$ cat config.mk
export PLATFORM = sky130hd
export DESIGN_NAME = refresh_timer
export DESIGN_NICKNAME = d
export VERILOG_FILES = /design/src/rtl/refresh_timer.sv
export SDC_FILE = /design/constraint.sdc
export NUM_CORES = 1
export LEC_CHECK = 0
export ABC_AREA = 1
export BUFFER_PORTS_ARGS = -buffer_cell sky130_fd_sc_hd__buf_2
export CORE_AREA = 2 2 39 41
export CTS_CLUSTER_SIZE = 28
export DETAILED_ROUTE_END_ITERATION = 10
export DIE_AREA = 0 0 41 43
export GPL_ROUTABILITY_DRIVEN = 0
export SKIP_LAST_GASP = 1
export SYNTH_ARGS = -nofsm -noshare
export SYNTH_HDL_FRONTEND = slang
export SYNTH_SLANG_ARGS = --single-unit
export TNS_END_PERCENT = 1
$ cat constraint.sdc
create_clock -name clk -period 1.2 [get_ports clk]
set_input_delay 0.24 -clock clk [delete_from_list [all_inputs] [get_ports clk]]
set_output_delay 0.24 -clock clk [all_outputs]
set_load 0.005 [all_outputs]
$ cat src/rtl/refresh_timer.sv
// refresh interval timer
`timescale 1ns/10ps
`default_nettype none

module refresh_timer #(
   parameter int refresh_interval = 64,
   parameter int refresh_limit    = 128
) (
   input  wire logic clk,
   input  wire logic rst_x,
   input  wire logic i_refresh_grant,
   output logic      o_refresh_req,
   output logic      o_late_refresh
);

   localparam int cnt_w = $clog2(refresh_limit + 1);

   logic [cnt_w-1:0] cnt;
   logic             at_limit;

   assign at_limit = (cnt == cnt_w'(refresh_limit));

   // counts cycles since the last refresh, stops at the limit
   always_ff @(posedge clk) begin
      if (!rst_x) begin
         cnt <= '0;
      end else if (i_refresh_grant) begin
         cnt <= '0;
      end else if (!at_limit) begin
         cnt <= cnt + 1'b1;
      end
   end

   // held until granted
   assign o_refresh_req = (cnt >= cnt_w'(refresh_interval));

   // sticky, only reset clears it
   always_ff @(posedge clk) begin
      if (!rst_x) begin
         o_late_refresh <= 1'b0;
      end else if (at_limit) begin
         o_late_refresh <= 1'b1;
      end
   end

   a_grant_req : assert property (@(posedge clk) disable iff (!rst_x)
      i_refresh_grant |-> o_refresh_req)
      else $error("refresh granted without a request");

endmodule

`default_nettype wire

==> results_dict.tcl <==
set metrics [dict create \
    status "finished, final reports clean" \
    cp-startpoint "cnt[6]" \
    clock_latency_ps 260 \
    route.layer.met1.wl_um 399 \
    met2RoutedLength_um 435 \
    dp_slack_ps 81.33 \
    cts_max_path_buffers 2 \
    drc 0 \
    synth_simple_gate_area_share_pct 36.19 \
    critPathBufInv 2 \
    finalClockSkew_ps 2.773 \
    grt_max_degree 7 \
    min_path_type "primary input to flop" \
    nets 84 \
    irDropWorstVdd_v 0.0004509 \
    setup.worst_path.end "o_refresh_req" \
    wl_met3_um 11 \
    antenna_found_initial 0 \
    fmax_ghz 0.9078 \
    ant_nets 0 \
    dieArea_um2 1763 \
    grt_pass1_wl_mm 1.455 \
    rsz0062_at_grt "no" \
    slowest_stage "dfxtp_1" \
    path_delay_family "flip-flops" \
    synth_xor_area_share_pct 3.753 \
    worstReg2RegEnd "cnt[6]" \
    die_h_um 43 \
    hold_ws_ps 219.1 \
    p_clk_share_pct 41.0 \
    fin_util_pct 38.88 \
    layout.cells.non_filler 94 \
    reg2reg_slack_ps 100 \
    maxCapViolations 0 \
    powerDensity_nw_per_um2 1055 \
    row_count 14 \
    cts.repair.resized 0 \
    syn-cell-area_um2 466.7 \
    synthCells 70 \
    fp.dieW_um 41 \
    grt_usage_pct 12.13 \
    slew_viol_final 0 \
    avgViaCountPerCell 4.564 \
    worstPathMaxFanout 4 \
    drtIter0Drc 4 \
    setup_violations 0 \
    yosysWarnings 0 \
    cts_setup_buffers 0 \
    boundaryPins 5 \
    tightest_slew_ps 261.2 \
    period_share_pct 91.79 \
    path_depth 3 \
    wl_per_cell_um 9.170 \
    synthToLayoutAreaGrowth_pct 15.28 \
    wl_um 862 \
    crit_path_max_incr_delay_ps 320 \
    grt-ovfl-total 0 \
    clk_pin_slew_ps 60 \
    cts.sinks 9 \
    dr.pass1.iters 3 \
    highest_layer "met4" \
    p_leak_nw 0.2127 \
    p_int_w 0.0004411 \
    r2r_cells 4 \
    grt_pass1_vias 386 \
    syn-num-nets 75 \
    synth_top_family_by_area "simple AND/OR/NAND/NOR gates" \
    p_comb_share_pct 5.2 \
    synth_seq_cells 9 \
    cp-start-kind "flop" \
    final.fill_count 147 \
    fin_setup_tns_ps 0 \
    reg2reg_from "cnt[1]" \
    power_frac_seq_pct 53.8 \
    finalHoldViolations 0 \
    crit_arrival_ps 860 \
    switching_share_pct 22.30 \
    max_slew_margin_pct 82.56 \
    p_switching_w 0.0001266 \
    muxShareOfSynthArea_pct 0 \
    synthAdderAreaFrac_pct 5.362 \
    layout_common_cells "14 x nand2_1, 14 x nor2_1, 10 x inv_1" \
    antenna_cells 0 \
    io_buffer_count 4 \
    clock-root-buffer "clkbuf_4" \
    path_class "flop to output pin" \
    dp.final_hpwl_um 682.8 \
    ys_types 14 \
    vias 429 \
    coreArea_um2 1384 \
    cts_buffers 3 \
    cts_tree "yes" \
    hold_buffers 0 \
    synth_compound_area_share_pct 7.239 \
    worst_slack_ps 98.47 \
    crit_chain "inv_1 > nand2_1 > buf_2" \
    finalCriticalPeriod_ps 1102 \
    initial_core_util_pct 33.73 \
    end_kind "output pin" \
    crit_required_ps 960 \
    synth_seq_area_share_pct 38.61 \
    dp.cells 90 \
    ctsHtreeMaxLevel 1 \
    final_layout_size_suffix_gt1_share_pct 15.38 \
    syn_area_per_cell_um2 6.667 \
]
[how the worst min path moves through the flow]
stage / start / to / slack, ps / cells past startpoint
CTS: rst_x / o_late_refresh / 210 / 3
global placement: o_late_refresh / o_late_refresh / 460 / 2
floorplan: rst_x / o_late_refresh / 380 / 2
finish: rst_x / o_late_refresh / 220 / 3
detailed placement: o_late_refresh / o_late_refresh / 480 / 2
global route: rst_x / o_late_refresh / 230 / 3
[power groups by stage]
stage          sequential, W  combinational (W)  clock [W]
6_report            0.000305          0.0000293   0.000233
5_1_grt             0.000305          0.0000346   0.000255
4_1_cts             0.000305          0.0000284   0.000241
3_5_place_dp        0.000312          0.0000284          0
3_3_place_gp        0.000312          0.0000285          0
2_1_floorplan       0.000311          0.0000215          0
[final cells by class]
cell class	instances	area [µm²]	share of cell area [%]
multi-input cells	50	250.2	46.51
repair buffers	4	20.02	3.721
well taps	16	20.02	3.721
flip-flops and latches	9	180.2	33.49
clock buffers	4	26.28	4.884
inverters	11	41.29	7.674
[per-stage QoR]
step | area [µm²] | power (W)
after CTS | 533.0 | 0.0005739
after global placement | 506.7 | 0.0003401
final | 538.0 | 0.0005677
after global routing | 538.0 | 0.0005950
after floorplan | 466.7 | 0.0003326
after detailed placement | 506.7 | 0.0003401
[cell families after synthesis]
group	count (synthesis)
AND/OR/NAND/NOR	40
buffers and inverters	11
flip-flops	9
AO/OA/AOI/OAI	6
XOR/XNOR	2
adder cells (fa/ha/maj)	2
[flip-flops by register name, summed over array words and instances, names as in the netlist]
register / flops
o_late_refresh: 1
cnt: 8
[Yosys cell counts (all sizes together)]
master	count	area (µm²)
a21oi	4	23.77
dfxtp	9	180.2
ha	2	25.02
inv	11	41.29
nand2	15	58.81
nand3	8	40.04
nor2	16	65.06
nor3	1	5.000
o21ai	2	10.01
xnor2	1	8.760
xor2	1	8.760
[worst min-delay path: stages]
cell	delay [ps]
buf_2	70
inv_1	40
nor2_1	90
[routing by layer]
layer  vias to the layer above  global-route usage, %
met5                         -                      0
met4                         0                  9.333
met3                         2                  2.094
met2                         6                  18.44
met1                       188                  14.14
li1                        233                      -
Power figures use the tool's default switching activity.
