==> config.mk <==
export PLATFORM = sky130hd
export DESIGN_NAME = dram_access_unit_flat
export DESIGN_NICKNAME = d
export VERILOG_FILES = /design/src/rtl/dram_pkg.sv /design/src/rtl/mem_word_if.sv /design/src/rtl/dram_access_unit.sv /design/src/flat_wrapper.sv
export SDC_FILE = /design/constraint.sdc
export NUM_CORES = 1
export LEC_CHECK = 0
export BUFFER_PORTS_ARGS = -buffer_cell sky130_fd_sc_hd__buf_2
export CORE_UTILIZATION = 42
export DETAILED_ROUTE_END_ITERATION = 10
export PLACE_DENSITY = 0.78
export SYNTH_ARGS = -nofsm -noshare
export SYNTH_HDL_FRONTEND = slang
export SYNTH_SLANG_ARGS = --single-unit
==> constraint.sdc <==
create_clock -name clk -period 5.55 [get_ports clk]
set_clock_uncertainty 0.05 [all_clocks]
set_input_delay 0.555 -clock clk [delete_from_list [all_inputs] [get_ports clk]]
set_output_delay 0.555 -clock clk [all_outputs]
set_load 0.02 [all_outputs]
==> src/rtl/dram_pkg.sv <==
// dram port shared definitions
`default_nettype none

package dram_pkg;

   // data and byte address width
   localparam int word_w = 32;

   // byte lanes per word
   localparam int mask_w = 4;

   // load/store size, same values as the rv32 funct3 low bits
   typedef enum logic [1:0] {
      acc_byte = 2'd0,
      acc_half = 2'd1,
      acc_word = 2'd2
   } access_size_e;

   // funct3 of a load or store
   typedef struct packed {
      logic         is_unsigned; // lbu/lhu, zero extend
      access_size_e size;
   } access_ctrl_t;

endpackage

`default_nettype wire

==> src/rtl/mem_word_if.sv <==
// word command bus
`timescale 1ns/10ps
`default_nettype none

interface mem_word_if #(
   parameter int addr_w = 10
);
   import dram_pkg::*;

   // one-cycle command pulses, at most one at a time
   logic              rd;
   logic              we;
   logic              refresh;

   logic [addr_w-1:0] addr;  // word index
   logic [word_w-1:0] wdata;
   logic [mask_w-1:0] mask;  // 1 = lane written

   logic [word_w-1:0] rdata; // valid once busy drops after a read
   logic              busy;

   // access unit side
   modport master (
      output rd, we, refresh, addr, wdata, mask,
      input  rdata, busy
   );

   // word controller side
   modport slave (
      input  rd, we, refresh, addr, wdata, mask,
      output rdata, busy
   );

endinterface

`default_nettype wire

==> src/rtl/dram_access_unit.sv <==
// load/store access unit
`timescale 1ns/10ps
`default_nettype none

module dram_access_unit #(
   parameter int mem_words = 1024
) (
   input  wire logic                      clk,
   input  wire logic                      rst_x,
   input  wire logic                      i_rd_en,
   input  wire logic                      i_wr_en,
   input  wire logic [dram_pkg::word_w-1:0] i_addr,
   input  wire logic [dram_pkg::word_w-1:0] i_data,
   input  wire dram_pkg::access_ctrl_t    i_ctrl,
   output logic      [dram_pkg::word_w-1:0] o_data,
   output logic                           o_busy,
   input  wire logic                      i_refresh_req,
   output logic                           o_refresh_grant,
   mem_word_if.master                     m_bus
);
   import dram_pkg::*;

   localparam int addr_w = $clog2(mem_words);

   typedef enum logic [2:0] {
      s_idle,
      s_cmd1,  // first word command
      s_wait1,
      s_next,  // step to the following word
      s_cmd2,
      s_wait2,
      s_done
   } state_e;

   state_e state;

   logic                r_is_rd;
   logic [1:0]          r_off;   // byte offset in the word
   logic [addr_w-1:0]   r_word;
   access_ctrl_t        r_ctrl;
   logic [word_w-1:0]   r_data;
   logic [word_w-1:0]   r_data1; // first word read
   logic [word_w-9:0]   r_data2; // at most 3 bytes of the second word matter

   logic                accept;
   logic                ref_go;
   logic                split;

   logic [mask_w-1:0]   size_mask;
   logic [word_w-1:0]   st_data;
   logic [2*word_w-1:0] st_wide;
   logic [2*mask_w-1:0] st_mask;
   logic [2*word_w-9:0] ld_join;
   logic [word_w-1:0]   ld_ext;

   assign accept = (state == s_idle) && (i_rd_en || i_wr_en) && !m_bus.busy;

   // refresh only when nothing is asked for
   assign ref_go = (state == s_idle) && i_refresh_req && !i_rd_en && !i_wr_en
                   && !m_bus.busy;
   assign o_refresh_grant = ref_go;

   // lanes of the access before placement
   always_comb begin
      case (r_ctrl.size)
         acc_byte: begin
            size_mask = 4'b0001;
            st_data   = {{(word_w-8){1'b0}}, r_data[7:0]};
         end
         acc_half: begin
            size_mask = 4'b0011;
            st_data   = {{(word_w-16){1'b0}}, r_data[15:0]};
         end
         default: begin
            size_mask = 4'b1111;
            st_data   = r_data;
         end
      endcase
   end

   // low half goes to the first word, high half spills into the next one
   assign st_wide = {{word_w{1'b0}}, st_data} << {r_off, 3'b000};
   assign st_mask = {{mask_w{1'b0}}, size_mask} << r_off;
   assign split   = |st_mask[2*mask_w-1:mask_w];

   // both words joined, then shifted down to the addressed byte
   assign ld_join = {r_data2, r_data1} >> {r_off, 3'b000};

   always_comb begin
      case (r_ctrl.size)
         acc_byte:
            ld_ext = r_ctrl.is_unsigned ? {{(word_w-8){1'b0}}, ld_join[7:0]}
                                        : {{(word_w-8){ld_join[7]}}, ld_join[7:0]};
         acc_half:
            ld_ext = r_ctrl.is_unsigned ? {{(word_w-16){1'b0}}, ld_join[15:0]}
                                        : {{(word_w-16){ld_join[15]}}, ld_join[15:0]};
         default:
            ld_ext = ld_join[word_w-1:0];
      endcase
   end

   // word commands
   assign m_bus.rd      = ((state == s_cmd1) || (state == s_cmd2)) && r_is_rd;
   assign m_bus.we      = ((state == s_cmd1) || (state == s_cmd2)) && !r_is_rd;
   assign m_bus.refresh = ref_go;
   assign m_bus.addr    = r_word;
   assign m_bus.wdata   = (state == s_cmd2) ? st_wide[2*word_w-1:word_w]
                                            : st_wide[word_w-1:0];
   assign m_bus.mask    = (state == s_cmd2) ? st_mask[2*mask_w-1:mask_w]
                                            : st_mask[mask_w-1:0];

   always_ff @(posedge clk) begin
      if (!rst_x) begin
         state   <= s_idle;
         o_busy  <= 1'b0;
         r_is_rd <= 1'b0;
         o_data  <= '0;
      end else begin
         case (state)
            s_idle: begin
               if (accept) begin
                  state   <= s_cmd1;
                  o_busy  <= 1'b1;
                  r_is_rd <= i_rd_en; // read wins
               end
            end
            s_cmd1:  state <= s_wait1;
            s_wait1: begin
               if (!m_bus.busy) begin
                  state <= split ? s_next : s_done;
               end
            end
            s_next:  state <= s_cmd2;
            s_cmd2:  state <= s_wait2;
            s_wait2: begin
               if (!m_bus.busy) begin
                  state <= s_done;
               end
            end
            s_done: begin
               state  <= s_idle;
               o_busy <= 1'b0;
               if (r_is_rd) begin
                  o_data <= ld_ext; // held until the next read
               end
            end
            default: state <= s_idle;
         endcase
      end
   end

   // request capture and read data
   always_ff @(posedge clk) begin
      if (accept) begin
         r_off  <= i_addr[1:0];
         r_word <= i_addr[2 +: addr_w];
         r_ctrl <= i_ctrl;
         r_data <= i_data;
      end else if (state == s_next) begin
         r_word <= r_word + 1'b1;
      end
      if ((state == s_wait1) && !m_bus.busy && r_is_rd) begin
         r_data1 <= m_bus.rdata;
      end
      if ((state == s_wait2) && !m_bus.busy && r_is_rd) begin
         r_data2 <= m_bus.rdata[word_w-9:0];
      end
   end

   a_cmd_idle : assert property (@(posedge clk) disable iff (!rst_x)
      (m_bus.rd || m_bus.we || m_bus.refresh) |-> !m_bus.busy)
      else $error("word command issued while controller busy");

endmodule

`default_nettype wire

==> src/flat_wrapper.sv <==
// flat-port wrapper written by rule: the top's interface ports become plain ports
module dram_access_unit_flat import dram_pkg::*;
#(
   parameter int mem_words = 1024
)
  (clk, rst_x, i_rd_en, i_wr_en, i_addr, i_data, i_ctrl, o_data, o_busy, i_refresh_req, o_refresh_grant, m_bus_rd, m_bus_we, m_bus_refresh, m_bus_addr, m_bus_wdata, m_bus_mask, m_bus_rdata, m_bus_busy);
  mem_word_if m_bus_i ();
  input  wire logic clk;
  input  wire logic rst_x;
  input  wire logic i_rd_en;
  input  wire logic i_wr_en;
  input  wire logic [dram_pkg::word_w-1:0] i_addr;
  input  wire logic [dram_pkg::word_w-1:0] i_data;
  input  wire dram_pkg::access_ctrl_t i_ctrl;
  output logic      [dram_pkg::word_w-1:0] o_data;
  output logic o_busy;
  input  wire logic i_refresh_req;
  output logic o_refresh_grant;
  output wire logic [$bits(m_bus_i.rd)-1:0] m_bus_rd;
  output wire logic [$bits(m_bus_i.we)-1:0] m_bus_we;
  output wire logic [$bits(m_bus_i.refresh)-1:0] m_bus_refresh;
  output wire logic [$bits(m_bus_i.addr)-1:0] m_bus_addr;
  output wire logic [$bits(m_bus_i.wdata)-1:0] m_bus_wdata;
  output wire logic [$bits(m_bus_i.mask)-1:0] m_bus_mask;
  input wire logic [$bits(m_bus_i.rdata)-1:0] m_bus_rdata;
  input wire logic [$bits(m_bus_i.busy)-1:0] m_bus_busy;
  assign m_bus_rd = m_bus_i.rd;
  assign m_bus_we = m_bus_i.we;
  assign m_bus_refresh = m_bus_i.refresh;
  assign m_bus_addr = m_bus_i.addr;
  assign m_bus_wdata = m_bus_i.wdata;
  assign m_bus_mask = m_bus_i.mask;
  assign m_bus_i.rdata = m_bus_rdata;
  assign m_bus_i.busy = m_bus_busy;
  dram_access_unit #(.mem_words(mem_words)) u_core (.clk(clk), .rst_x(rst_x), .i_rd_en(i_rd_en), .i_wr_en(i_wr_en), .i_addr(i_addr), .i_data(i_data), .i_ctrl(i_ctrl), .o_data(o_data), .o_busy(o_busy), .i_refresh_req(i_refresh_req), .o_refresh_grant(o_refresh_grant), .m_bus(m_bus_i));
endmodule
==> out/results.ini <==
[outcome]
status = complete, no violations

[logic_synthesis]
synth_seq_area_share_pct = 57.58
yosys.area.top_type = edfxtp_1
synth_cells = 564
synthFlopType = edfxtp_1
synthArstFlopShare_pct = 0
synth_cell_type_count = 59
ys_seq_elements = 140
yosys_warnings = 0
yosys-top-cells-area = edfxtp_1, dfxtp_1, mux2_2
syn_area_per_cell_um2 = 11.80
syn-num-nets = 670
synth_edf_count = 103
syn_area_um2 = 6658
synth_top_area_share_pct = 46.46

[die]
io-pin-count = 188
die_h_um = 127.9
num_rows = 45
core_um2 = 15310
die_x_um = 127.9
start_util_pct = 43.47
die_area_um2 = 16360

[final_layout]
final_common_cell = buf_2
multi_input_area_um2 = 2571
areaGrowthSynthToFinish_pct = 22.31
drive_gt1_share_pct = 36.59
fin_cells = 939
layout.nets = 820
seq_area_um2 = 3834
final_cell_mix = buf_2, edfxtp_1, o21ai_0, nand2_1, mux2_2
fillers = 1381

[placed_design]
placedCellCount = 906
port_buffers = 167
gp_congestion = 0.8133
hpwl_um = 10730

[sta]
clock.fmax_mhz = 273.4
rsz0062_at_grt = no
hold_slack_ns = 0.2571
finalSetupTns_ns = 0
min_period_over_period_pct = 65.89
fin_crit_ns = 3.657
finalHoldViolations = 0
setup_viol = 0
worst_slew_pin_slew_ns = 1.095
maxSlewHeadroom_pct = 27.00
drv_slew = 0

[worst_hold_path]
hold_class = in -> reg

[cts]
cts_tree = yes
postCtsSetupRepairBufs = 0
cts_max_path_buffers = 2
ctsResizeCount = 0
clock_sinks = 140
clkSlewWorstSetupHoldPaths_ns = 0.06
clk_latency_ns = 0.42
htree_num_levels = 4
cts_hold_buf = 0
clockRootBuffer = clkbuf_16
cts_buffers = 17

[power_and_ir_drop]
power.density_nw_per_um2 = 349.3
leakagePower_nw = 3.212
total_power_mw = 2.844
ir_worst_vdd_mv = 0.2202

[grt]
gr-usage-all-layers_pct = 20.89
grt-ovfl-total = 0
grt_pass1_vias = 4910
grt_max_degree = 60
antenna_found_initial = 1
grt_pass1_wl_um = 25590

[drt]
route.detailed.drc = 0
firstDrtPassIters = 5
via_per_inst = 5.583
routed_wl_um = 16750
ant_nets = 0
drt_iter0_markers = 503
vias = 5242
wl_per_cell_um = 17.84

[worst_setup_path]
worstPathArrival_ns = 3.05
criticalPathCategory = reg -> out
cp.required_ns = 4.95
start_kind = flop
worstSetupEndpointType = output port
critPathMaxFanout = 18

[flow_run]
cap_violations = 0

==> per-layer routing <==
layer  track usage, %  share of wire, %  up-vias
met2            33.25                48      249
met4            8.858               1.8        0
met3            6.052               8.1       22
met1            26.62                42     2520
met5                0                 0        -
li1                 -                 -     2451
==> sequential cells by signal, summed over array words and instances (netlist names) <==
register,flops
u_core.o_data,32
u_core.r_data1,32
u_core.r_data,32
u_core.r_data2,24
u_core.m_bus.addr,10
u_core.r_ctrl,3
u_core.state,3
u_core.r_off,2
u_core.o_busy,1
u_core.r_is_rd,1
==> layout make-up <==
type	count	area share [%]
Antenna cell	1	0.03073
Clock buffer	19	5.317
Clock inverter	13	1.613
Inverter	3	0.1383
Multi-Input combinational cell	377	31.58
Sequential cell	140	47.08
Tap cell	211	3.242
Timing Repair Buffer	175	11.00
==> Yosys cell counts (2+ instances only) <==
| cell type | count |
|---|---|
| nor3_1 | 10 |
| xor2_1 | 7 |
| a21boi_0 | 8 |
| nor2_1 | 37 |
| clkbuf_1 | 11 |
| nand4_1 | 3 |
| o21ai_0 | 52 |
| a221o_1 | 16 |
| o211ai_1 | 14 |
| or2_2 | 2 |
| nor2b_1 | 4 |
| and2_1 | 2 |
| nand2_1 | 48 |
| xnor2_1 | 3 |
| a22oi_1 | 9 |
| o22ai_1 | 2 |
| mux2_2 | 39 |
| dfxtp_1 | 37 |
| edfxtp_1 | 103 |
| nand3_1 | 4 |
| a21oi_1 | 34 |
| o31ai_1 | 7 |
| buf_2 | 19 |
| o21a_1 | 3 |
| nand2b_1 | 8 |
| mux2i_1 | 19 |
| inv_2 | 2 |
| a221oi_1 | 11 |
| buf_6 | 5 |
| a221oi_2 | 4 |
| buf_4 | 8 |
| and3_1 | 6 |
==> logic make-up (layout without fill, tap and decap cells) <==
logic type | Yosys count | in the layout | share of synthesized area, %
AOI/OAI and AO/OA | 170 | 170 | 17.25
other | 0 | 1 | 0
adders and majority gates | 1 | 1 | 0.1879
buffers and inverters | 47 | 210 | 4.022
and+or+nand+nor | 137 | 137 | 10.02
DFF | 140 | 140 | 57.58
muxes | 59 | 59 | 9.622
xor gates and xnor gates | 10 | 10 | 1.316
==> metrics by stage <==
step	worst slack (ns)	instance area (um^2)	util, %
finish	1.893	8143	53.17
global route	1.803	8143	53.17
CTS	1.947	8140	53.15
detailed placement	2.404	7576	49.47
global placement	2.397	7576	49.47
floorplan	2.176	6658	-
==> worst paths after layout <==
kind	from	to	slack (ns)	depth (start not counted)
hold reg to reg	u_core.o_data[5]	u_core.o_data[5]	0.42	2
setup reg to reg	u_core.state[1]	u_core.m_bus.addr[6]	2.89	4
hold / removal	m_bus_rdata[28]	u_core.r_data1[28]	0.26	1
setup / recovery	u_core.state[2]	m_bus_wdata[19]	1.89	5
==> worst max-delay path: stages (launching register included) <==
cell	delay (ns)
dfxtp_1	0.49
nor3b_2	0.75
nand2_2	0.44
nor2_2	0.54
a221o_1	0.25
buf_2	0.17
==> power breakdown <==
part / internal (mW) / total, mW / switching, mW / leakage [nW]
combinational: 0.189 / 0.504 / 0.315 / 1.70
clock: 0.627 / 1.08 / 0.455 / 0.271
sequential: 1.20 / 1.26 / 0.0606 / 1.24
No activity file was read; power rests on OpenSTA's default activity.
